### src/verilog/sar_cfg_pkg.sv
// Configuration constants for the segment reassembly design
// Buffer geometry, field widths, credits and timeout
`default_nettype none

package sar_cfg_pkg;

    // Frame buffers
    localparam int NUM_BUFS        = 4;
    localparam int BUF_ID_WID      = $clog2(NUM_BUFS);
    localparam int MAX_FRAME_BYTES = 256;
    localparam int OFFSET_WID      = $clog2(MAX_FRAME_BYTES);
    localparam int LEN_WID         = $clog2(MAX_FRAME_BYTES + 1);

    // Memory organisation
    localparam int DATA_BYTES      = 4;
    localparam int WORDS_PER_BUF   = MAX_FRAME_BYTES / DATA_BYTES;
    localparam int MEM_ADDR_WID    = $clog2(NUM_BUFS * WORDS_PER_BUF);

    // Flow control at the two external boundaries
    localparam int IN_CREDITS      = 4;
    localparam int OUT_QUEUE_DEPTH = NUM_BUFS;

    // Buffer timeout in millisecond ticks
    localparam int TIMEOUT_MS      = 8;
    localparam int TIMER_WID       = 4;

endpackage : sar_cfg_pkg

`default_nettype wire
### src/verilog/sar_types_pkg.sv
// Data types shared across the reassembly design
// Segment header, header/data word union and frame descriptor
`default_nettype none

package sar_types_pkg;

    // First word of every segment
    typedef struct packed {
        logic [sar_cfg_pkg::BUF_ID_WID-1:0] buf_id;
        logic [sar_cfg_pkg::OFFSET_WID-1:0] offset;
        logic [sar_cfg_pkg::LEN_WID-1:0]    len;
        logic                               last;
        logic [11:0]                        reserved;
    } seg_hdr_t;

    // A bus word is either a header or payload
    typedef union packed {
        seg_hdr_t    hdr;
        logic [31:0] data;
    } seg_word_u;

    // Completed frame handed to the consumer
    typedef struct packed {
        logic [sar_cfg_pkg::BUF_ID_WID-1:0] buf_id;
        logic [sar_cfg_pkg::LEN_WID-1:0]    len;
    } frame_desc_t;

endpackage : sar_types_pkg

`default_nettype wire

### src/verilog/sar_intf.sv
// Internal valid/ready interfaces
// Segment descriptor and frame descriptor links
`timescale 1ns/10ps
`default_nettype none

// ------------------------------------------------------------
// Segment descriptor, ingress to tracker
// ------------------------------------------------------------
interface seg_desc_if;
    logic                               valid;
    logic                               ready;
    logic [sar_cfg_pkg::BUF_ID_WID-1:0] buf_id;
    logic [sar_cfg_pkg::OFFSET_WID-1:0] offset;
    logic [sar_cfg_pkg::LEN_WID-1:0]    len;
    logic                               last;

    modport src (
        output valid, buf_id, offset, len, last,
        input  ready
    );

    modport dst (
        input  valid, buf_id, offset, len, last,
        output ready
    );
endinterface : seg_desc_if


`default_nettype wire

### src/verilog/seg_ingress.sv
// Segment input stage
// Word FIFO, header/data decode, frame memory writes and credit return
`timescale 1ns/10ps
`default_nettype none

module seg_ingress (
    input  logic                                 clk,
    input  logic                                 rst_n,
    input  logic                                 in_valid,
    input  logic [31:0]                          in_word,
    output logic                                 in_credit,
    output logic                                 mem_we,
    output logic [sar_cfg_pkg::MEM_ADDR_WID-1:0] mem_waddr,
    output logic [31:0]                          mem_wdata,
    seg_desc_if.src                              seg
);
    typedef logic [$clog2(sar_cfg_pkg::IN_CREDITS)-1:0]   ptr_t;
    typedef logic [$clog2(sar_cfg_pkg::IN_CREDITS+1)-1:0] cnt_t;
    typedef logic [sar_cfg_pkg::MEM_ADDR_WID-1:0]         addr_t;
    typedef logic [sar_cfg_pkg::LEN_WID-1:0]              len_t;

    logic [31:0] fifo_mem [sar_cfg_pkg::IN_CREDITS];
    ptr_t        wr_ptr;
    ptr_t        rd_ptr;
    cnt_t        fifo_cnt;
    logic        pop;

    sar_types_pkg::seg_word_u pop_word;
    sar_types_pkg::seg_hdr_t  hdr_q;

    logic  seg_open;
    logic  desc_pend;
    len_t  words_left;
    addr_t word_idx;

    // ------------------------------------------------------------
    // Input FIFO
    // ------------------------------------------------------------
    // Sender only pushes while holding a credit, so no overflow
    always_ff @(posedge clk) begin
        if (in_valid) begin
            fifo_mem[wr_ptr] <= in_word;
        end
    end

    // Hold off while a descriptor is pending or waiting
    assign pop       = (fifo_cnt != '0) && !desc_pend && !seg.valid;
    assign in_credit = pop;

    always_ff @(posedge clk) begin
        if (!rst_n) begin
            wr_ptr   <= '0;
            rd_ptr   <= '0;
            fifo_cnt <= '0;
        end else begin
            if (in_valid) begin
                wr_ptr <= wr_ptr + 1'b1;
            end
            if (pop) begin
                rd_ptr <= rd_ptr + 1'b1;
            end
            if (in_valid && !pop) begin
                fifo_cnt <= fifo_cnt + 1'b1;
            end else if (pop && !in_valid) begin
                fifo_cnt <= fifo_cnt - 1'b1;
            end
        end
    end

    assign pop_word.data = fifo_mem[rd_ptr];

    // ------------------------------------------------------------
    // Segment decode
    // ------------------------------------------------------------
    always_ff @(posedge clk) begin
        if (!rst_n) begin
            seg_open   <= 1'b0;
            desc_pend  <= 1'b0;
            seg.valid  <= 1'b0;
            mem_we     <= 1'b0;
            words_left <= '0;
            word_idx   <= '0;
        end else begin
            mem_we    <= 1'b0;
            desc_pend <= 1'b0;
            if (desc_pend) begin
                seg.valid <= 1'b1;
            end
            if (seg.valid && seg.ready) begin
                seg.valid <= 1'b0;
            end
            if (pop && !seg_open) begin
                // Header word
                if (pop_word.hdr.len == '0) begin
                    seg.valid <= 1'b1;
                end else begin
                    seg_open   <= 1'b1;
                    words_left <= len_t'((pop_word.hdr.len + sar_cfg_pkg::DATA_BYTES - 1) /
                                         sar_cfg_pkg::DATA_BYTES);
                    word_idx   <= '0;
                end
            end else if (pop) begin
                // Data word, written on the next edge
                mem_we     <= 1'b1;
                word_idx   <= word_idx + 1'b1;
                words_left <= words_left - 1'b1;
                if (words_left == len_t'(1)) begin
                    seg_open  <= 1'b0;
                    desc_pend <= 1'b1;
                end
            end
        end
    end

    // Header fields and write data
    always_ff @(posedge clk) begin
        if (pop && !seg_open) begin
            hdr_q <= pop_word.hdr;
        end
        if (pop && seg_open) begin
            mem_waddr <= addr_t'(hdr_q.buf_id) * addr_t'(sar_cfg_pkg::WORDS_PER_BUF) +
                         addr_t'(hdr_q.offset / sar_cfg_pkg::DATA_BYTES) + word_idx;
            mem_wdata <= pop_word.data;
        end
    end

    assign seg.buf_id = hdr_q.buf_id;
    assign seg.offset = hdr_q.offset;
    assign seg.len    = hdr_q.len;
    assign seg.last   = hdr_q.last;

endmodule : seg_ingress

`default_nettype wire

### src/flat_wrapper.sv
// flat-port wrapper written by rule: the top's interface ports become plain ports
module seg_ingress_flat 
  (clk, rst_n, in_valid, in_word, in_credit, mem_we, mem_waddr, mem_wdata, seg_valid, seg_buf_id, seg_offset, seg_len, seg_last, seg_ready);
  seg_desc_if seg_i ();
  input  logic clk;
  input  logic rst_n;
  input  logic in_valid;
  input  logic [31:0] in_word;
  output logic in_credit;
  output logic mem_we;
  output logic [sar_cfg_pkg::MEM_ADDR_WID-1:0] mem_waddr;
  output logic [31:0] mem_wdata;
  output wire logic [$bits(seg_i.valid)-1:0] seg_valid;
  output wire logic [$bits(seg_i.buf_id)-1:0] seg_buf_id;
  output wire logic [$bits(seg_i.offset)-1:0] seg_offset;
  output wire logic [$bits(seg_i.len)-1:0] seg_len;
  output wire logic [$bits(seg_i.last)-1:0] seg_last;
  input wire logic [$bits(seg_i.ready)-1:0] seg_ready;
  assign seg_valid = seg_i.valid;
  assign seg_buf_id = seg_i.buf_id;
  assign seg_offset = seg_i.offset;
  assign seg_len = seg_i.len;
  assign seg_last = seg_i.last;
  assign seg_i.ready = seg_ready;
  seg_ingress u_core (.clk(clk), .rst_n(rst_n), .in_valid(in_valid), .in_word(in_word), .in_credit(in_credit), .mem_we(mem_we), .mem_waddr(mem_waddr), .mem_wdata(mem_wdata), .seg(seg_i));
endmodule
### config.mk
export PLATFORM = sky130hd
export DESIGN_NAME = seg_ingress_flat
export DESIGN_NICKNAME = d
export VERILOG_FILES = /design/src/verilog/sar_cfg_pkg.sv /design/src/verilog/sar_types_pkg.sv /design/src/verilog/sar_intf.sv /design/src/verilog/seg_ingress.sv /design/src/flat_wrapper.sv
export SDC_FILE = /design/constraint.sdc
export NUM_CORES = 1
export LEC_CHECK = 0
export BUFFER_PORTS_ARGS = -buffer_cell sky130_fd_sc_hd__buf_2
export CAP_MARGIN = 10
export CORE_MARGIN = 8
export CORE_UTILIZATION = 60
export CTS_CLUSTER_SIZE = 16
export DETAILED_ROUTE_END_ITERATION = 8
export PLACE_DENSITY = 0.82
export SLEW_MARGIN = 5
export SYNTH_ARGS = -nofsm -noshare
export SYNTH_HDL_FRONTEND = slang
export SYNTH_SLANG_ARGS = --single-unit
export TNS_END_PERCENT = 5
### constraint.sdc
create_clock -name clk -period 6.7 [get_ports clk]
set_input_delay 0.67 -clock clk [delete_from_list [all_inputs] [get_ports clk]]
set_output_delay 0.67 -clock clk [all_outputs]
set_load 0.005 [all_outputs]
* Word-level counts from Yosys, hierarchy flattened
Memories as Yosys holds them, arrays and structs flattened. A register that Yosys moved wholly into a read port is not among the register bits. Cells that the tools add are included.
Storage, ports and cells: memories kept 1, input bits 36, output and inout port bits 63, register bits after elaboration 88, RAM bits 128
Memory list:
- u_core.fifo_mem | depth 4, bits a word 32, read ports 1, clocked after Yosys merged registers in 1, write ports 1, RTL line seg_ingress.sv:22 | logic [31:0] fifo_mem [sar_cfg_pkg::IN_CREDITS];
Operators by class: reduce and logical (&&, ||, !) cells 21, $add $sub $neg 10, bitwise operators 2, equal/unequal tests 2, mux-type cells 22
Operators by type and width (number):
- 9-bit two-way mux | 3
- 8-bit two-way mux | 3
- 1-bit two-way mux | 12
- 11-bit by 1-bit subtractor with 11-bit output, second input constant | 1
- 9-bit by 3-bit adder with 10-bit output, second input constant | 1
- 9-bit by 1-bit equality test with 1-bit output, second input constant | 1
- 9-bit logical NOT | 1
- 9-bit by 1-bit subtractor with 9-bit output, second input constant | 1
- 8-bit by 1-bit adder with 8-bit output, second input constant | 1
- 8-bit by 6-bit adder with 8-bit output | 1
- 8-bit adder | 1
- 1-bit logical AND | 7
- 3-bit two-way mux | 2
- 2-bit nonzero test | 3
- 1-bit logical NOT | 5
- 2-bit by 1-bit adder with 2-bit output, second input constant | 2
- 2-bit two-way mux | 2
- 3-bit by 1-bit adder with 3-bit output, second input constant | 1
- 3-bit AND reduction | 1
- 3-bit nonzero test | 1
- 3-bit OR reduction | 1
- 3-bit by 1-bit subtractor with 3-bit output, second input constant | 1
- 2-bit inequality test, second input constant | 1
- 1-bit NOT | 2
- 2 further kinds | 2

* Logic depth before layout (Yosys ltp)
word-level depth 6, gate-level depth with buffers 11

* Worst setup path after synthesis
OpenSTA, ideal clock, no wires.
path kind register to register, start reg u_core.fifo_cnt[0], end reg u_core.word_idx[1], buffers on the path 1, setup slack 3.266 ns, cell stages (with the launch flop) 8, arrival time 3.360 ns, library setup time 0.073 ns, cells stage by stage dfxtp_1 > or3_1 > and2_1 > clkbuf_1 > clkinv_1 > nor2_1 > a22oi_1 > nor2_1
On the way: word-level cells in the longest chain between the ends 6
RTL lines:
- from (decl) | RTL line seg_ingress.sv:25 | cnt_t fifo_cnt;
- from (signal assigned) | RTL line seg_ingress.sv:63 | fifo_cnt <= fifo_cnt + 1'b1;
- from (signal assigned) | RTL line seg_ingress.sv:65 | fifo_cnt <= fifo_cnt - 1'b1;
- 3-bit nonzero test (*) | RTL line seg_ingress.sv:47 | assign pop = (fifo_cnt != '0) && !desc_pend && !seg.valid;
- 1-bit logical AND (*) (2 in a row) | RTL line seg_ingress.sv:47
- net in_credit | RTL line flat_wrapper.sv:9 | output logic in_credit;
- 1-bit logical AND | RTL line seg_ingress.sv:92 | if (pop && !seg_open) begin
- 2-bit inequality test (no source line) or 2-bit nonzero test (tied branches)
- 2-bit AND reduction (no source line)
- to (signal assigned) | RTL line seg_ingress.sv:105 | word_idx <= word_idx + 1'b1;
- to (decl) | RTL line seg_ingress.sv:34 | addr_t word_idx;
Mark *: on every way through the listed nets, which the timed path passes. The rest lies on a longest branch. A chain may end at the register's enable or synchronous reset.

==> flow_metrics.tcl <==
set metrics [dict create \
    status "complete, no violations" \
    grt_pass1_wl_um 25200 \
    pwr-share-seq_pct 47.0 \
    tightestPinTransition_ns 1.05 \
    yosys.area.top_type_share_pct 65.9 \
    cts_num_sinks 218 \
    first_pass_iters 6 \
    ys_seq_area_share_pct 72.9 \
    top_layer "met5" \
    fp.dieArea_sq_mm 0.0184 \
    max_slew_margin_pct 29.6 \
    fin_crit_sh_pct 46.0 \
    routabilityCongestion 0.763 \
    drtIter0Drc 404 \
    port_buffers 98 \
    drv_slew 0 \
    nets 659 \
    min_path_cells 1 \
    critPathKind "flop to flop" \
    p_leak_nw 3.50 \
    synth_seq_cells 218 \
    path_cells "mux4_2, inv_1, ha_1, nor4b_1, and3_1, o32ai_2, nor4_1, a211o_1" \
    wl_met3_um 1320 \
    post_cts_buffers 0 \
    antenna_found_initial 1 \
    finalSetupTns_ns 0 \
    rr_worst_depth 8 \
    viasPerCell 5.80 \
    worst_slack_ns 3.62 \
    worstPathRequired_ns 7.13 \
    vias 4638 \
    die_w_um 136 \
    fmax_mhz 325 \
    drive_gt1_share_pct 27.9 \
    cts_hold_buf 0 \
    drv_cap 0 \
    grt_max_degree 33 \
    cp-end-kind "flop" \
    cts_htree_levels 1 \
    first_global_vias 4824 \
    min_period_ns 3.08 \
    setup_viol 0 \
    path_max_fanout 32 \
    p_sw_w 0.00124 \
    max_stage_delay_ns 0.86 \
    hold_viol_final 0 \
    start_util_pct 61.5 \
    syn-num-nets 550 \
    dpl_worst_slack_ns 3.65 \
    synth.avg_cell_area_sq_um 17.3 \
    die_h_um 136 \
    synth_edf_count 188 \
    clockBufferDepth 3 \
    fillers 847 \
    reg2reg_slack_ns 3.62 \
    cts_tree "yes" \
    rows 43 \
    p_int_w 0.00287 \
    async_flop_share_pct 0 \
    core_sq_mm 0.0139 \
    slowest_stage "dfxtp_2" \
    synth_ff_type "edfxtp_1" \
    fin_skew_ns 0.0219 \
    postCtsResizedCells 0 \
    syn_inst 494 \
    power_frac_comb_pct 26.5 \
    netSwitchingFraction_pct 30.2 \
    vdd_drop_max_mv 0.261 \
    clkTransAtPathRegs_ns 0.07 \
    io_pins 99 \
    crit_arrival_ns 3.51 \
    wire_per_inst_um 20.2 \
    startpoint_type "flop" \
    rsz0062_at_grt "false" \
    synth_top_area_cell "edfxtp_1" \
    cts_root_buf "clkbuf_16" \
    finalInstanceArea_sq_mm 0.00988 \
    fin_total_pwr_w 0.00411 \
    dpl.hpwl_um 10700 \
    clk-insertion-delay-late_ns 0.51 \
    holdWs_ns 0.382 \
    hold_class "input pin to flop" \
    ys_warn_count 0 \
    cts_buffers 22 \
    grt_overflow 0 \
    placed_area_sq_mm 0.00924 \
    clkPwrFrac_pct 26.5 \
    syn_to_final_growth_pct 15.3 \
    power.density_mw_per_mm2 415 \
    synth_cell_types 55 \
    wl_um 16200 \
    wl_met2_um 8300 \
    track_usage_pct 17.6 \
    synth_area_leaders "edfxtp_1, mux4_2, dfxtp_1, ha_1, xnor2_1" \
    wl_met1_um 6280 \
    synthesis.area_sq_mm 0.00857 \
    antenna_left 0 \
    drcViolationCount 0 \
]
==> cell usage in the layout (no fill, tap or decap), types with 8 or more instances in the layout <==
cell type and n:
dfxtp_1 28, nand3_1 9, clkbuf_16 22, xor2_1 8, buf_2 98, xnor2_1 17
nor2_1 29, o21ai_0 11, edfxtp_1 188, nor3_1 11, inv_1 19, mux4_2 32
ha_1 18, a21oi_1 15, nand2_1 22
==> state kept, by name, indices dropped and copies added (netlist names), named ones only <==
register / cells
u_core.seg.last: 1
u_core.desc_pend: 1
u_core.seg.valid: 1
u_core.word_idx: 8
u_core.mem_waddr: 8
u_core.seg_open: 1
u_core.mem_wdata: 32
u_core.fifo_mem: 128
u_core.seg.len: 9
u_core.fifo_cnt: 3
u_core.mem_we: 1
u_core.words_left: 9
u_core.seg.buf_id: 2
u_core.seg.offset: 8
u_core.wr_ptr: 2
u_core.rd_ptr: 2
==> power groups by stage <==
stage | sequential (W) | clock [W] | combinational, W
floorplan | 0.00192 | 0 | 0.000754
global placement | 0.00195 | 0 | 0.00106
detailed placement | 0.00196 | 0 | 0.00109
CTS | 0.00194 | 0.00111 | 0.00110
global route | 0.00196 | 0.00116 | 0.00120
finish | 0.00193 | 0.00109 | 0.00109
==> cell type report <==
type / count / area (sq um) / area share, %
clock inverters: 11 / 58.8 / 0.595
diodes: 1 / 2.50 / 0.0253
multi-input cells: 241 / 2180 / 22.1
inverters: 20 / 75.1 / 0.760
repair buffers: 100 / 505 / 5.11
well taps: 180 / 225 / 2.28
flip-flops and latches: 218 / 6250 / 63.2
clock buffers: 29 / 587 / 5.94
==> worst max-delay path: cells and delay by family (launching register included) <==
| kind | cells | cell delay (ns) |
|---|---|---|
| simple gates | 3 | 1.02 |
| flops | 1 | 0.86 |
| mux | 1 | 0.51 |
| fa+ha+maj | 1 | 0.33 |
| compound gates | 2 | 0.22 |
| buf+inv | 1 | 0.08 |
==> worst paths after layout <==
check / startpoint / endpoint
worst max-delay path: flop / u_core.words_left[7]
worst min-delay path: in_word[15] / u_core.fifo_mem[2][15]
worst max register to register: flop / u_core.words_left[7]
worst min register to register: u_core.fifo_cnt[2] / u_core.fifo_cnt[2]
==> stage by stage <==
| stage | std cells | util [%] |
|---|---|---|
| 5_1_grt | 799 | 70.9 |
| 3_3_place_gp | 759 | 66.3 |
| 2_1_floorplan | 494 | - |
| 3_5_place_dp | 759 | 66.3 |
| 4_1_cts | 799 | 70.9 |
| 6_report | 800 | 70.9 |
==> synth_stat cells (2+ instances only) <==
cell type  count
buf_1          4
o22ai_1        3
nor4b_1        2
a21o_1         4
and3_1         3
inv_1         19
and2_1         7
a41oi_1        2
nor3_1        11
buf_6          2
fa_1           2
o21bai_1       3
nor2_1        30
xor2_1         8
xnor2_1       17
nand2_1       22
buf_2          3
mux2i_1        5
edfxtp_1     188
dfxtp_1       30
a31oi_1        3
mux4_2        32
a21oi_1       15
or3_1          3
a21boi_0       2
nor4_1         2
clkbuf_1       5
o21ai_0       11
nand4_1        3
ha_1          18
nand3b_1       2
or4_1          2
nand3_1        9
==> routing by layer <==
metal / GRT usage [%] / up-vias
met5: 0 / -
met4: 4.69 / 2
met3: 4.75 / 24
met2: 30.5 / 174
met1: 21.5 / 2300
li1: - / 2138
==> logic make-up after synthesis <==
family,after synthesis,share of synthesized area [%]
flip-flops,218,72.9
AND/OR/NAND/NOR,103,6.21
AO/OA/AOI/OAI,56,4.45
multiplexers,37,9.00
buffers and inverters,35,1.80
XOR/XNOR,25,2.56
adder cells (fa/ha/maj),20,3.10
Note: power is estimated with default switching activity, not from simulation.
