## src/verilog/sar_cfg_pkg.sv

```systemverilog
// Configuration constants for the segment reassembly design
// Buffer geometry, field widths, credits and timeout
`default_nettype none

package sar_cfg_pkg;

    // Frame buffers
    localparam int NUM_BUFS        = 4;
    localparam int BUF_ID_WID      = $clog2(NUM_BUFS);
    localparam int MAX_FRAME_BYTES = 256;
    localparam int OFFSET_WID      = $clog2(MAX_FRAME_BYTES);
    localparam int LEN_WID         = $clog2(MAX_FRAME_BYTES + 1);

    // Memory organisation
    localparam int DATA_BYTES      = 4;
    localparam int WORDS_PER_BUF   = MAX_FRAME_BYTES / DATA_BYTES;
    localparam int MEM_ADDR_WID    = $clog2(NUM_BUFS * WORDS_PER_BUF);

    // Flow control at the two external boundaries
    localparam int IN_CREDITS      = 4;
    localparam int OUT_QUEUE_DEPTH = NUM_BUFS;

    // Buffer timeout in millisecond ticks
    localparam int TIMEOUT_MS      = 8;
    localparam int TIMER_WID       = 4;

endpackage : sar_cfg_pkg

`default_nettype wire
```

## src/verilog/sar_types_pkg.sv

```systemverilog
// Data types shared across the reassembly design
// Segment header, header/data word union and frame descriptor
`default_nettype none

package sar_types_pkg;

    // First word of every segment
    typedef struct packed {
        logic [sar_cfg_pkg::BUF_ID_WID-1:0] buf_id;
        logic [sar_cfg_pkg::OFFSET_WID-1:0] offset;
        logic [sar_cfg_pkg::LEN_WID-1:0]    len;
        logic                               last;
        logic [11:0]                        reserved;
    } seg_hdr_t;

    // A bus word is either a header or payload
    typedef union packed {
        seg_hdr_t    hdr;
        logic [31:0] data;
    } seg_word_u;

    // Completed frame handed to the consumer
    typedef struct packed {
        logic [sar_cfg_pkg::BUF_ID_WID-1:0] buf_id;
        logic [sar_cfg_pkg::LEN_WID-1:0]    len;
    } frame_desc_t;

endpackage : sar_types_pkg

`default_nettype wire

```

## src/verilog/sar_intf.sv

```systemverilog
// Internal valid/ready interfaces
// Segment descriptor and frame descriptor links
`timescale 1ns/10ps
`default_nettype none

// ------------------------------------------------------------
// Segment descriptor, ingress to tracker
// ------------------------------------------------------------
interface seg_desc_if;
    logic                               valid;
    logic                               ready;
    logic [sar_cfg_pkg::BUF_ID_WID-1:0] buf_id;
    logic [sar_cfg_pkg::OFFSET_WID-1:0] offset;
    logic [sar_cfg_pkg::LEN_WID-1:0]    len;
    logic                               last;

    modport src (
        output valid, buf_id, offset, len, last,
        input  ready
    );

    modport dst (
        input  valid, buf_id, offset, len, last,
        output ready
    );
endinterface : seg_desc_if

// ------------------------------------------------------------
// Frame descriptor, tracker to egress
// ------------------------------------------------------------
interface frame_desc_if;
    logic                       valid;
    logic                       ready;
    sar_types_pkg::frame_desc_t desc;

    modport src (
        output valid, desc,
        input  ready
    );

    modport dst (
        input  valid, desc,
        output ready
    );
endinterface : frame_desc_if

`default_nettype wire

```

## src/verilog/reassembly_tracker.sv

```systemverilog
// Per-buffer reassembly state
// Byte counting, end detection, timeout drop and frame completion
`timescale 1ns/10ps
`default_nettype none

module reassembly_tracker (
    input  logic                               clk,
    input  logic                               rst_n,
    input  logic                               ms_tick,
    seg_desc_if.dst                            seg,
    frame_desc_if.src                          frame,
    output logic                               frame_drop,
    output logic [sar_cfg_pkg::BUF_ID_WID-1:0] drop_buf_id
);
    typedef logic [sar_cfg_pkg::LEN_WID-1:0]    len_t;
    typedef logic [sar_cfg_pkg::BUF_ID_WID-1:0] buf_t;
    typedef logic [sar_cfg_pkg::TIMER_WID-1:0]  timer_t;

    len_t   rx_cnt [sar_cfg_pkg::NUM_BUFS];
    len_t   total  [sar_cfg_pkg::NUM_BUFS];
    timer_t timer  [sar_cfg_pkg::NUM_BUFS];
    logic [sar_cfg_pkg::NUM_BUFS-1:0] known;
    logic [sar_cfg_pkg::NUM_BUFS-1:0] busy;
    logic [sar_cfg_pkg::NUM_BUFS-1:0] pend;

    logic expire_any;
    buf_t expire_id;
    len_t new_cnt;
    len_t new_total;
    logic new_known;
    logic seg_done;

    // ------------------------------------------------------------
    // Combinational decisions
    // ------------------------------------------------------------
    // Buffer whose frame is on offer to egress
    always_comb begin
        pend = '0;
        if (frame.valid) begin
            pend[frame.desc.buf_id] = 1'b1;
        end
    end

    // Lowest expired buffer wins
    always_comb begin
        expire_any = 1'b0;
        expire_id  = '0;
        for (int i = sar_cfg_pkg::NUM_BUFS - 1; i >= 0; i--) begin
            if (busy[i] && !pend[i] && timer[i] == timer_t'(sar_cfg_pkg::TIMEOUT_MS)) begin
                expire_any = 1'b1;
                expire_id  = buf_t'(i);
            end
        end
    end

    always_comb begin
        new_cnt   = rx_cnt[seg.buf_id] + seg.len;
        new_known = known[seg.buf_id] | seg.last;
        new_total = seg.last ? len_t'(seg.offset) + seg.len : total[seg.buf_id];
        seg_done  = new_known && (new_cnt == new_total);
    end

    // No new segment while a frame waits or a drop is due
    assign seg.ready = !frame.valid && !expire_any;

    // ------------------------------------------------------------
    // Buffer state
    // ------------------------------------------------------------
    always_ff @(posedge clk) begin
        if (!rst_n) begin
            for (int i = 0; i < sar_cfg_pkg::NUM_BUFS; i++) begin
                rx_cnt[i] <= '0;
                total[i]  <= '0;
                timer[i]  <= '0;
            end
            known       <= '0;
            busy        <= '0;
            frame.valid <= 1'b0;
            frame_drop  <= 1'b0;
            drop_buf_id <= '0;
        end else begin
            frame_drop <= 1'b0;

            // Age every open buffer, saturating at the limit
            if (ms_tick) begin
                for (int i = 0; i < sar_cfg_pkg::NUM_BUFS; i++) begin
                    if (busy[i] && !pend[i] &&
                        timer[i] != timer_t'(sar_cfg_pkg::TIMEOUT_MS)) begin
                        timer[i] <= timer[i] + 1'b1;
                    end
                end
            end

            if (seg.valid && seg.ready) begin
                rx_cnt[seg.buf_id] <= new_cnt;
                total[seg.buf_id]  <= new_total;
                known[seg.buf_id]  <= new_known;
                busy[seg.buf_id]   <= 1'b1;
                timer[seg.buf_id]  <= '0;
                if (seg_done) begin
                    frame.valid <= 1'b1;
                end
            end

            // Free the buffer once egress takes the descriptor
            if (frame.valid && frame.ready) begin
                frame.valid                <= 1'b0;
                rx_cnt[frame.desc.buf_id]  <= '0;
                known[frame.desc.buf_id]   <= 1'b0;
                busy[frame.desc.buf_id]    <= 1'b0;
                timer[frame.desc.buf_id]   <= '0;
            end

            if (expire_any) begin
                rx_cnt[expire_id] <= '0;
                known[expire_id]  <= 1'b0;
                busy[expire_id]   <= 1'b0;
                timer[expire_id]  <= '0;
                frame_drop        <= 1'b1;
                drop_buf_id       <= expire_id;
            end
        end
    end

    always_ff @(posedge clk) begin
        if (seg.valid && seg.ready && seg_done) begin
            frame.desc.buf_id <= seg.buf_id;
            frame.desc.len    <= new_total;
        end
    end

endmodule : reassembly_tracker

`default_nettype wire

```

## src/flat_wrapper.sv

```systemverilog
// flat-port wrapper written by rule: the top's interface ports become plain ports
module reassembly_tracker_flat 
  (clk, rst_n, ms_tick, frame_drop, drop_buf_id, seg_valid, seg_buf_id, seg_offset, seg_len, seg_last, seg_ready, frame_valid, frame_desc, frame_ready);
  seg_desc_if seg_i ();
  frame_desc_if frame_i ();
  input  logic clk;
  input  logic rst_n;
  input  logic ms_tick;
  output logic frame_drop;
  output logic [sar_cfg_pkg::BUF_ID_WID-1:0] drop_buf_id;
  input wire logic [$bits(seg_i.valid)-1:0] seg_valid;
  input wire logic [$bits(seg_i.buf_id)-1:0] seg_buf_id;
  input wire logic [$bits(seg_i.offset)-1:0] seg_offset;
  input wire logic [$bits(seg_i.len)-1:0] seg_len;
  input wire logic [$bits(seg_i.last)-1:0] seg_last;
  output wire logic [$bits(seg_i.ready)-1:0] seg_ready;
  output wire logic [$bits(frame_i.valid)-1:0] frame_valid;
  output wire logic [$bits(frame_i.desc)-1:0] frame_desc;
  input wire logic [$bits(frame_i.ready)-1:0] frame_ready;
  assign seg_i.valid = seg_valid;
  assign seg_i.buf_id = seg_buf_id;
  assign seg_i.offset = seg_offset;
  assign seg_i.len = seg_len;
  assign seg_i.last = seg_last;
  assign seg_ready = seg_i.ready;
  assign frame_valid = frame_i.valid;
  assign frame_desc = frame_i.desc;
  assign frame_i.ready = frame_ready;
  reassembly_tracker u_core (.clk(clk), .rst_n(rst_n), .ms_tick(ms_tick), .seg(seg_i), .frame(frame_i), .frame_drop(frame_drop), .drop_buf_id(drop_buf_id));
endmodule
```

## config.mk

```make
export PLATFORM = sky130hd
export DESIGN_NAME = reassembly_tracker_flat
export DESIGN_NICKNAME = d
export VERILOG_FILES = /design/src/verilog/sar_cfg_pkg.sv /design/src/verilog/sar_types_pkg.sv /design/src/verilog/sar_intf.sv /design/src/verilog/reassembly_tracker.sv /design/src/flat_wrapper.sv
export SDC_FILE = /design/constraint.sdc
export NUM_CORES = 1
export LEC_CHECK = 0
export BUFFER_PORTS_ARGS = -buffer_cell sky130_fd_sc_hd__buf_2
export CAP_MARGIN = 30
export CORE_MARGIN = 2
export CORE_UTILIZATION = 55
export CTS_BUF_LIST = sky130_fd_sc_hd__clkbuf_4 sky130_fd_sc_hd__clkbuf_8
export DETAILED_ROUTE_END_ITERATION = 16
export GPL_ROUTABILITY_DRIVEN = 0
export PLACE_DENSITY = 0.71
export SLEW_MARGIN = 20
export SYNTH_ARGS = -nofsm -noshare
export SYNTH_HDL_FRONTEND = slang
export SYNTH_SLANG_ARGS = --single-unit
```

## constraint.sdc

```tcl
create_clock -name clk -period 12.6 [get_ports clk]
set_input_delay 1.26 -clock clk [delete_from_list [all_inputs] [get_ports clk]]
set_output_delay 1.26 -clock clk [all_outputs]
set_load 0.05 [all_outputs]
```

## Yosys cells after proc, flatten, opt, wreduce, memory -nomap -nowiden

Memories as Yosys holds them, arrays and structs flattened.
Cells that the tools add are included.

- RAM bits: 88
- Memories: 3
- Flip-flop bits (word level): 23

- Add/subtract/negate cells: 6
- Bitwise gates (word level): 13
- $lt $le $gt $ge: 6
- Muxes and demuxes: 74
- Reductions and logical operators: 33
- Equal/unequal tests: 9

Memory list:

| name | words | width | rd ports | clocked after Yosys merged registers in | wr ports | RTL line | text |
|---|---|---|---|---|---|---|---|
| u_core.rx_cnt | 4 | 9 | 1 | 0 | 4 | reassembly_tracker.sv:19 | `len_t rx_cnt [sar_cfg_pkg::NUM_BUFS];` |
| u_core.total | 4 | 9 | 1 | 0 | 4 | reassembly_tracker.sv:20 | `len_t total [sar_cfg_pkg::NUM_BUFS];` |
| u_core.timer | 4 | 4 | 4 | 0 | 6 | reassembly_tracker.sv:21 | `timer_t timer [sar_cfg_pkg::NUM_BUFS];` |

Operators by type and width:

| cell | count |
|---|---|
| 4-bit two-way mux | 16 |
| 9-bit two-way mux | 5 |
| 1-bit two-way mux | 39 |
| 9-bit OR reduction | 4 |
| 1-bit logical AND | 20 |
| 2-bit two-way mux | 9 |
| 4-bit by 1-bit adder with 4-bit output, second input constant | 4 |
| 4-bit bitwise AND | 4 |
| 4-bit equality test, second input constant | 4 |
| 4-bit != test, second input constant | 4 |
| 8-bit by 9-bit adder with 9-bit output | 1 |
| 9-bit adder | 1 |
| 9-bit equality test | 1 |
| 2-bit by 3-bit < comparator with 1-bit output, second input constant | 3 |
| 4-bit inverter | 2 |
| 1-bit demux with 2-bit select | 3 |
| 2-bit by 1-bit greater-or-equal comparator with 1-bit output, second input constant | 3 |
| 1-bit logical NOT | 6 |
| 1-bit OR | 5 |
| 4-bit bitwise mux | 1 |
| 4-bit OR | 1 |
| 4-bit OR reduction | 1 |
| 1-bit binary-select mux with 2-bit select | 1 |
| 2-bit AND reduction | 1 |
| 2 further kinds | 2 |

## Logic depth before layout (Yosys ltp)

Gate-level depths: netlist of run 1.

- Word-level depth: 22
- Gate-level depth with buffers: 13
- Depth with buffers taken out: 10

## Least setup slack after synthesis of run 1

OpenSTA, ideal clock, no wires.

- Kind: input to register
- Start point: input port seg_buf_id[0]
- End point: register, netlist name u_core.frame.desc[0]
- Path slack: 7.635 ns
- Buffers on the path: 3
- Stages: 12
- Arrival time: 4.576 ns
- Path through: buf_6 -> buf_6 -> buf_2 -> mux4_2 -> ha_1 -> fa_1 -> a21oi_1 -> o2111ai_1 -> xor2_1 -> xnor2_1 -> nand2_1 -> nor4_2

- Word-level cells in the longest chain between the ends: 5
- Elaborated cells between the ends (all ways): 10

RTL lines:

| what | RTL line | text |
|---|---|---|
| start: declaration | flat_wrapper.sv:12 | `input wire logic [$bits(seg_i.buf_id)-1:0] seg_buf_id;` |
| memory 4 x 9 bit (tied with other cells) | n/a |  |
| 9-bit adder (tied with other cells) | reassembly_tracker.sv:57 | `new_cnt = rx_cnt[seg.buf_id] + seg.len;` |
| 9-bit equality test or 1-bit OR (tied branches) | reassembly_tracker.sv:60, reassembly_tracker.sv:58 |  |
| 1-bit logical AND * | reassembly_tracker.sv:60 | `seg_done = new_known && (new_cnt == new_total);` |
| 1-bit logical AND * | reassembly_tracker.sv:126 | `if (seg.valid && seg.ready && seg_done) begin` |

Every way passes the cells marked *; elsewhere a longest branch is shown, timed or not. The select of a mux whose other input is x is not followed.
A chain may end at the register's enable or synchronous reset.

## Final worst setup path of run 1

- Start point: input port seg_buf_id[0]
- End point: register, netlist name u_core.frame.desc[10]

- Word-level cells in the longest chain between the ends: 5
- Elaborated cells between the ends (all ways): 10

RTL lines:

| what | RTL line |
|---|---|
| memory 4 x 9 bit (tied with other cells) | n/a |
| 9-bit adder (tied with other cells) | reassembly_tracker.sv:57 |
| 9-bit equality test or 1-bit OR (tied branches) | reassembly_tracker.sv:60, reassembly_tracker.sv:58 |
| 1-bit logical AND * | reassembly_tracker.sv:60 |
| 1-bit logical AND * | reassembly_tracker.sv:126 |

Marked as above.

==> results.md, run 1 <==
- TritonCTS clock tree: done
- H-tree depth: 3
- Antenna violations before repair: 0
- Die Wd: between 100 and 150 um
- Postcts setup bufs: 0
- Mapped Nets: between 600 and 700
- Startpoint Class: input port
- Crit Path Max Fanout: 25
- Total gr overflow: 0
- Slew headroom: roughly two fifths
- Synth Flop Type: dfxtp_1
- Starting Density: a little under three fifths
- Final hold vios: 0
- Dpl hpwl: 10400 um
- Cell count after synthesis: a little under 600
- Power per Cell Area: 113 nW/um^2
- Synthesis-to-layout area growth: 8.81%
- GR peak layer: met2
- Clock sink count: between 100 and 150
- Arr. time, crit path: ~5 ns
- # diodes: 0
- WL per Instance: 18.7 um
- Crit path cell chain: buf_2 -> mux4_2 -> ha_1 -> fa_1 -> a21oi_1 -> o21bai_1 -> xor2_1 -> xnor2_1 -> nand4_1 -> nor4_2 -> buf_2
- First-pass GRT wire length: 23100 um
- PostCTS Resize Cnt: 0
- Synth Register Bits: ~110
- Pleak: 2.55 nW
- Fin. max-slew vios: 0
- ANT nets after route: 0
- Clock Pin Slew Worst Setup and Hold Paths: 0.11 ns
- Crit path time final: 4.84 ns
- Post-CTS Hold Fix Bufs: 0
- Largest net degree at the start of global routing: 29
- Die height: around 110 um
- Max-Cap Viols: 0
- DRT iter0 DRCs: 342
- Via count: between 4000 and 5000
- Crit end category: flop
- Worst r2r path cells: 10
- Average cell area after synthesis: a little over 10 um^2
- Length of the first detailed-routing pass in iterations: 5
- Setup TNS: 0 ns
- Vias/cell: between 6 and 7
- Fmax: around 0.21 GHz
- Met3 usage: between 5 and 6%
- Proportion of layout cells with a drive suffix above 1: 16.5%
- Worst setup margin: a little under 8 ns
- Final Cycle Share: between 30% and 40%
- WP depth: 11
- Number of flops mapped to enable cells by yosys: 47
- Synth cell types: 60
- Root buf cell: clkbuf_8
- WS Path Type: input port to flop
- Critical path's top delay family: buffers and inverters
- Die footprint: ~12000 um^2
- IO Port Bufs: 40
- NumNets Final: 675
- Routing usage on met2: between 40% and 50%
- Maximum clock insertion buffer count: 2
- VDD IR max: between 0.1 and 0.15 mV
- HP Class: flop to flop
- Ys Warns: 0
- Max incr delay on CP: 0.61 ns
- Sequential area share after synthesis: 45.4%
- DRC: 0
- Required @ worst endpoint: 12.71 ns
- Cts bufs inserted: 9
- Total core area: approximately 10000 um^2
- Status: complete, no violations
- Clock skew: 0.0127 ns
- M1 GR Usage: between 30% and 40%
- Top-level I/O count: slightly above 40
- Unrepaired setup endpoints after global routing: no
- Hold path cells: 2
- Worst-margin pin slew: 0.904 ns
- Setup WS pre-CTS: 7.33 ns
- Total GRT Usage: between 20% and 30%
- FP Rows: 37
- Worst path bufs/invs: 2
- Total wire length: about 14000 um
- Slowest CP cell: mux4_2
- CP most frequent cell: buf_2
- Final setup viols: 0
- Clock latency on the worst-skew pair: 0.40 ns
- Async set-reset flop share out of synthesis: 0%
- Vias in the first global route: roughly 4600
- Synthesized area: just under 6000 um^2
-- path summary, 6_finish.rpt --
path	start	endpoint	slack, ns
min reg2reg	u_core.rx_cnt[1][5]	u_core.rx_cnt[1][5]	0.47
max reg2reg	u_core.rx_cnt[1][0]	u_core.frame.desc[10]	9.03
min	u_core.rx_cnt[1][5]	u_core.rx_cnt[1][5]	0.47
max	seg_buf_id[0]	u_core.frame.desc[10]	7.76
-- report_power, final --
part / switching [mW] / total (mW) / internal (mW)
Combinational: 0.0692 / 0.114 / 0.0447
Sequential: 0.00544 / 0.395 / 0.389
Clock: 0.138 / 0.219 / 0.0809
Total: 0.213 / 0.728 / 0.515
-- worst register-to-register path, cell delays in order (launching register included) --
cell	delay, ns
dfxtp_1	0.34
mux4_2	0.47
ha_1	0.23
fa_1	0.41
a21oi_1	0.25
o21bai_1	0.11
xor2_1	0.34
xnor2_1	0.17
nand4_1	0.12
nor4_2	0.54
buf_2	0.30
-- area by class of cell --
class	count	area (um^2)
Fill cell	864	3960
Inverter	31	116
Sequential cell	111	2690
Multi-Input combinational cell	422	3020
Timing Repair Buffer	49	265
Tap cell	136	170
Clock buffer	10	131
Clock inverter	6	65.1
-- through the flow --
step / power (mW) / hold WS, ns / cell area (um^2) / instances / util (%)
after CTS: 0.729 / 0.473 / 6450 / 764 / 61.9
after global routing: 0.758 / 0.490 / 6460 / 765 / 62.0
final: 0.728 / 0.472 / 6460 / 765 / 62.0
after detailed placement: 0.514 / 0.455 / 6250 / 748 / 60.0
after global placement: 0.511 / 0.443 / 6240 / 746 / 59.9
after floorplan: 0.483 / 0.432 / 5930 / 587 / -
-- metal layers --
metal  vias up  part of all wire [%]
met1      2252                    44
met4         0                   2.6
met3        35                   6.7
li1       2182                     -
met2       203                    47
met5         -                     0
-- flip-flops by register name (all words and copies together), names as in the netlist --
register,cells
u_core.busy,4
u_core.drop_buf_id,2
u_core.frame.desc,11
u_core.frame.valid,1
u_core.frame_drop,1
u_core.known,4
u_core.rx_cnt,36
u_core.timer,16
u_core.total,36
-- cell usage after synthesis, types with 6 or more instances --
cell	n	area, um^2
clkbuf_1	15	56.3
mux4_2	17	383
nand3_1	10	50.1
nand2_1	59	221
a211o_1	6	52.6
mux2i_1	17	170
a32oi_1	7	61.3
nand2b_1	6	37.5
o21ai_0	18	90.1
inv_1	30	113
nor2_1	100	375
a21oi_1	14	70.1
dfxtp_1	64	1280
mux2_2	6	67.6
edfxtp_1	47	1410
xnor2_1	15	131
xor2_1	15	131
ha_1	24	300
nor3_1	10	50.1
o21a_1	6	45.0
nor2b_1	7	43.8
or2_2	10	62.6
-- cells in the final DEF, fill, tap and decap left out, types with 9 or more instances in the layout --
cell type and instances:
mux2i_1 17, xor2_1 15, edfxtp_1 47, xnor2_1 15
or2_2 10, clkbuf_8 9, o21ai_0 17, inv_1 30
ha_1 24, a21oi_1 14, nor3_1 10, nand2_1 59
mux4_2 17, dfxtp_1 64, nand3_1 10, nor2_1 100
buf_2 41
-- kinds of logic (layout without fill, tap and decap cells) --
group | count (synthesis) | in the layout | share of synthesized area (%)
fa+ha+maj | 26 | 26 | 5.74
simple gates | 231 | 231 | 17.8
buf+inv | 54 | 96 | 3.80
mux | 43 | 43 | 11.6
compound gates | 92 | 92 | 11.3
flops | 111 | 111 | 45.4
xor+xnor | 30 | 30 | 4.43
Note: power is estimated with default switching activity, not from simulation.
==> run 2, diff against run 1 <==
Settings changed: PLACE_DENSITY 0.71 to 0.74.
Clock period 12.6 ns to 4 ns, I/O delays scaled along.
==> run 2 against run 1 <==
Sequential power rose to 3.1 times the previous value. First-iteration DRC count up 19%. Hold slack worse by 0.18 ns. Power rose to 3.2 times the previous value. Critical endpoint unchanged.
==> results.md, run 2 (synthesized netlist as in run 1, its figures left out) <==
- Crit path time final: 3.42 ns
- Layout Cells excl Fill: 770 (+0.65%)
- Vias in the first global route: 4590 (+0.44%)
- Power per Cell Area: 355 nW/um^2 (+210%)
- Clock sink count: 111 (unchanged)
- Total wire length: 14600 um (+1.8%)
- Design Power: 2.31 mW (+220%)
- DRC: 0 (unchanged)
- H-tree depth: 3 (unchanged)
- Max-Cap Viols: 0 (unchanged)
- Post-layout util: 62.6% (+0.59 points)
- Largest net degree at the start of global routing: 29 (unchanged)
- Via count: 4657 (-0.32%)
- Hold Slack: 0.288 ns (-0.183 ns)
- Clock latency on the worst-skew pair: 0.40 ns (about the same)
- Clock skew: 0.0153 ns (+0.00263 ns)
- Die Wd: 108 um (unchanged)
- Crit end category: flop
- Fin. max-slew vios: 0 (unchanged)
- Most frequent cells in the layout: nor2_1, dfxtp_1, nand2_1, edfxtp_1, buf_2
- Total core area: 10400 um^2 (unchanged)
- FP Rows: 37 (unchanged)
- Final setup viols: 0 (unchanged)
- VDD IR max: 0.320 mV (+170%)
- Proportion of layout cells with a drive suffix above 1: 17.2% (+0.66 points)
- Total gr overflow: 0 (unchanged)
- Dpl hpwl: 10500 um (+1.2%)
- Antenna violations before repair: 0 (unchanged)
- Post-CTS Hold Fix Bufs: 0 (unchanged)
- IO Port Bufs: 40 (unchanged)
- Final Cycle Share: between 80% and 90%
- Vias/cell: 6.05 (-0.97%)
- Slew headroom: 45.2% (+6.2 points)
- ANT nets after route: 0 (unchanged)
- Pleak: 2.58 nW (+1.1%)
- Final hold vios: 0 (unchanged)
- Setup WS pre-CTS: 0.234 ns (-7.10 ns)
- Sw frac: 29.1% (-0.073 points)
- Biggest regs: u_core.rx_cnt x36, u_core.total x36, u_core.timer x16
- P_sw: 0.673 mW (+220%)
- Status: complete, no violations
- Clk network pwr share: 30.2% (about the same)
- First-pass GRT wire length: 23300 um (+0.93%)
- Crit Path Max Fanout: 7 (-72%)
- Commonest non-fill, non-tap cell in the layout: nor2_1
- Placed insts: 754 (+0.80%)
- Total GRT Usage: 26.5% (+0.37 points)
- PostCTS Resize Cnt: 0 (unchanged)
- Comb pwr share: 16.0% (+0.3 points)
- Unrepaired setup endpoints after global routing: no
- Arr. time, crit path: 3.55 ns (-1.41 ns)
- Design Area, Final: 6520 um^2 (+0.95%)
- Worst setup margin: 0.575 ns (-7.18 ns)
- TritonCTS clock tree: done
- HP Class: input port to flop
- Fmax: slightly below 0.3 GHz
- Root buf cell: clkbuf_8
- # diodes: 0 (unchanged)
- Required @ worst endpoint: 4.12 ns (-8.59 ns)
- Placed Area: 6310 um^2 (+0.90%)
- Setup TNS: 0 ns (unchanged)
- Synthesis-to-layout area growth: 9.85%
- Cts bufs inserted: 9 (unchanged)
- Postcts setup bufs: 0 (unchanged)
- WS Path Type: flop to flop
- Top-level I/O count: 41 (unchanged)
- Clock Pin Slew Worst Setup and Hold Paths: 0.11 ns (about the same)
- DRT iter0 DRCs: 408 (+19%)
- Die footprint: 11600 um^2 (unchanged)
- Maximum clock insertion buffer count: 2 (unchanged)
- P_int: 1.64 mW (+220%)
- Worst-margin pin slew: 0.812 ns (-0.0921 ns)
- Length of the first detailed-routing pass in iterations: 5 (unchanged)
- NumNets Final: 680 (+0.74%)
- Starting Density: 57.0% (unchanged)
- Reg power frac: 53.9% (-0.4 points)
- WL per Instance: 18.9 um (+1.2%)
- Startpoint Class: flop
- Die height: 108 um (unchanged)
==> run 2: cell types whose count changed in the layout (fill, tap and decap cells not counted) <==
cell        delta
clkinvlp_4     +1
clkinv_8       +1
nor4_4         +1
o21ai_1        -1
nor4_2         -1
buf_4          +6
clkbuf_8       +1
o21ai_0        +1
inv_6          -3
buf_2          -1
clkinv_4       +1
clkbuf_4       -1
==> run 2: routing by layer <==
layer	up-vias	global-route usage (%)	wire, um
li1	2190	-	-
met1	2264	35.7	6380
met2	183	42.5	6990
met3	20	5.21	960
met4	0	9.71	246
met5	-	0	0
==> run 2: final cells by class <==
cell class,instances,area (um^2)
clock inverter,6,71.3
multi-input combinational,422,3020
inverter,31,116
timing repair buffer,54,305
fill,853,3900
sequential,111,2690
tap,136,170
clock buffer,10,138
==> run 2: final timing paths <==
| path | end | start | slack, ns | cells past startpoint |
|---|---|---|---|---|
| max | u_core.frame.desc[10] | u_core.rx_cnt[3][0] | 0.58 | 10 |
| min | u_core.busy[0] | frame_ready | 0.29 | 2 |
| max reg2reg | u_core.frame.desc[10] | u_core.rx_cnt[3][0] | 0.58 | 10 |
| min reg2reg | u_core.rx_cnt[1][8] | u_core.rx_cnt[1][8] | 0.47 | 2 |
==> run 2: power groups by stage <==
stage          registers, mW  logic [mW]  clock network [mW]
6_report                1.24       0.369               0.697
5_1_grt                 1.25       0.404               0.750
4_1_cts                 1.24       0.366               0.714
3_5_place_dp            1.27       0.363                   0
3_3_place_gp            1.27       0.355                   0
2_1_floorplan           1.26       0.261                   0
==> run 2: critical path: stages (launching register included) <==
cell and delay (ns):
dfxtp_1 0.34, mux4_2 0.46, ha_1 0.22, fa_1 0.41
a21oi_1 0.29, o21bai_1 0.12, xor2_1 0.22, xnor2_1 0.15
nand4_1 0.18, nor4_4 0.50, buf_4 0.25
==> run 3, diff against run 2 <==
Settings changed: CELL_PAD_IN_SITES_DETAIL_PLACEMENT from default to 2, CELL_PAD_IN_SITES_GLOBAL_PLACEMENT from default to 2, CORE_UTILIZATION 55 to 37, PLACE_DENSITY 0.74 to 0.75.
Clock period 4 ns to 3.05 ns, I/O delays scaled along.
==> run 3 against run 2 <==
The flow now finishes with violations (negative setup slack). Cell count rose by 15%. Routed wire length rose by 40%. Critical path depth fell by 1. Core utilization fell by 18 points. Fmax rose by 8.6%. Global-route usage fell by 1.6 points. Clock skew fell by 0.0027 ns.
==> results.md, run 3 (synthesized netlist as in run 1, its figures left out) <==
- Met3 usage: 3.42% (-1.8 points)
- Startpoint Class: flop
- Unrepaired setup endpoints after global routing: yes
- Failing checks: negative setup slack
- Reg2Reg Launch Point: u_core.rx_cnt[3][0]
- VDD IR max: 0.315 mV (-1.5%)
- Design Area, Final: 6950 um^2 (+6.6%)
- Slowest CP cell: mux4_2
- Proportion of layout cells with a drive suffix above 1: 23.0% (+5.8 points)
- Crit end category: flop
- Sw frac: 30.9% (+1.8 points)
- Final setup viols: 12 (+12)
- P_sw: 0.977 mW (+45%)
- # diodes: 0 (unchanged)
- Max incr delay on CP: 0.50 ns (about the same)
- Status: finished, violations left
- Worst path bufs/invs: 1 (unchanged)
- Setup WS pre-CTS: -0.280 ns (-0.513 ns)
- Total core area: 15800 um^2 (+51%)
- IO Port Bufs: 40 (unchanged)
- Hold endpoint: u_core.known[0]
- GR peak layer: met2
- Most frequent cells in the layout: nor2_1, dfxtp_1, nand2_1, buf_4, edfxtp_1
- Hold_sp: frame_ready
- Arr. time, crit path: 3.29 ns (-0.26 ns)
- DRC: 0 (unchanged)
- Root buf cell: clkbuf_8
- Crit Path Max Fanout: 12 (+5)
- Die Wd: 131 um (+21%)
- Dpl hpwl: 15000 um (+43%)
- Crit path cell chain: mux4_2 -> ha_4 -> fa_2 -> xor2_2 -> xor2_1 -> nor4_2 -> nand4_1 -> nor4_4 -> buf_12
- Biggest regs: u_core.rx_cnt x36, u_core.total x36, u_core.timer x16
- Die footprint: 17100 um^2 (+47%)
- WS Path Type: flop to flop
- Largest net degree at the start of global routing: 27 (-6.9%)
- Crit path launch: u_core.rx_cnt[3][0]
- Required @ worst endpoint: 3.18 ns (-0.94 ns)
- Clk network pwr share: 29.1% (-1.1 points)
- R2R Setup Slk: -0.10 ns (-0.68 ns)
- Die height: 131 um (+21%)
- Power per Cell Area: 455 nW/um^2 (+28%)
- Commonest non-fill, non-tap cell in the layout: nor2_1
- FP Rows: 46 (+24%)
- Routing usage on met2: 44.4% (+1.9 points)
- Starting Density: 37.6% (-19 points)
- H-tree depth: 3 (unchanged)
- Clock sink count: 111 (unchanged)
- Clock Pin Slew Worst Setup and Hold Paths: 0.12 ns (about the same)
- Pleak: 2.77 nW (+7.4%)
- Design Power: 3.16 mW (+37%)
- Antenna violations before repair: 0 (unchanged)
- HP Class: input port to flop
- Placed insts: 867 (+15%)
- P_int: 2.18 mW (+33%)
- Worst-margin pin slew: 0.882 ns (+0.0698 ns)
- Final Cycle Share: 103% (+18 points)
- Comb pwr share: 19.1% (+3.1 points)
- Fin. max-slew vios: 0 (unchanged)
- M1 GR Usage: 31.1% (-4.5 points)
- Max-Cap Viols: 0 (unchanged)
- Hold path cells: 2 (unchanged)
- Total GRT Usage: 24.9% (-1.6 points)
- NumNets Final: 717 (+5.4%)
- Critical path's top delay family: simple AND/OR/NAND/NOR gates
- DRT iter0 DRCs: 250 (-39%)
- Maximum clock insertion buffer count: 2 (unchanged)
- Worst r2r path cells: 9 (-1)
- Clock skew: 0.0126 ns (-0.00273 ns)
- WL per Instance: 22.9 um (+21%)
- Vias/cell: 5.53 (-8.5%)
- TritonCTS clock tree: done
- Critical R2R Capture: u_core.frame.desc[4]
- Clock latency on the worst-skew pair: 0.41 ns (about the same)
- Crit path time final: 3.15 ns (-0.270 ns)
- Reg power frac: 51.8% (-2.1 points)
- Top-level I/O count: 41 (unchanged)
- Placed Area: 6710 um^2 (+6.3%)
- Total gr overflow: 0 (unchanged)
- Final hold vios: 0 (unchanged)
- Fmax: 0.317 GHz (+8.6%)
- Fillcell total: 1724 (+100%)
- Worst setup margin: -0.105 ns (-0.680 ns)
- Layout Cells excl Fill: 887 (+15%)
- Slew headroom: 40.4% (-4.7 points)
- Synthesis-to-layout area growth: 17.1%
- Via count: 4906 (+5.3%)
- First-pass GRT wire length: 31500 um (+36%)
- Length of the first detailed-routing pass in iterations: 4 (-1)
- Cts bufs inserted: 9 (unchanged)
- ANT nets after route: 0 (unchanged)
- Total wire length: 20300 um (+40%)
- Vias in the first global route: 5516 (+20%)
## run 3: changes by cell type in the layout (fill, tap and decap cells not counted), sizes merged
cell      change
clkinv        -1
clkbuf        -1
clkinvlp      -1
inv           +3
buf          +37
## run 3: worst max-delay path by stage
stage / slack [ns] / to / depth (start not counted)
2_1_floorplan: -0.48 / u_core.frame.desc[0] / 12
3_3_place_gp: -0.19 / u_core.frame.desc[9] / 11
3_5_place_dp: -0.28 / u_core.frame.desc[10] / 11
4_1_cts: -0.06 / u_core.frame.desc[0] / 10
5_1_grt: -0.22 / u_core.frame.desc[4] / 9
6_report: -0.10 / u_core.frame.desc[4] / 9
## run 3: metrics by stage
stage	hold slack (ns)	utilization, %	TNS (ns)
2_1_floorplan	0.404	-	-5.63
3_3_place_gp	0.454	42.5	-2.11
3_5_place_dp	0.462	42.5	-3.26
4_1_cts	0.196	43.8	-0.608
5_1_grt	0.193	44.1	-2.55
6_report	0.213	44.1	-1.16
## run 3: timing repair
| item | 4_1_cts | 5_1_grt |
|---|---|---|
| pin swaps | 1 | 5 |
| setup endpoints to repair | 12 | 13 |
| hold buffers | 0 | 0 |
| buffers inserted | 2 | 2 |
| gates resized for setup | 0 | 5 |
## run 3: power by group through the flow
stage                     Combinational (mW)  Clock, mW  Sequential (mW)
after floorplan                        0.349          0             1.66
after global placement                 0.546          0             1.66
after detailed placement               0.577          0             1.67
after CTS                              0.591      0.941             1.64
after global routing                   0.659      0.985             1.64
final                                  0.604      0.919             1.64
## run 3: final cells by class
cell class              instances  area, um^2  share of cell area [%]
multi-input cells             422        3070                    44.2
well taps                     216         270                    3.89
flip-flops and latches        111        2700                    38.8
inverters                      31         116                    1.67
clock inverters                 7        66.3                   0.954
repair buffers                 91         608                    8.75
clock buffers                   9         124                    1.78
## run 3: routing by layer
metal | wire length [um] | part of all wire, %
met4 | 406 | 2.0
met3 | 547 | 2.7
met5 | 0 | 0
met1 | 8740 | 43
met2 | 10600 | 52
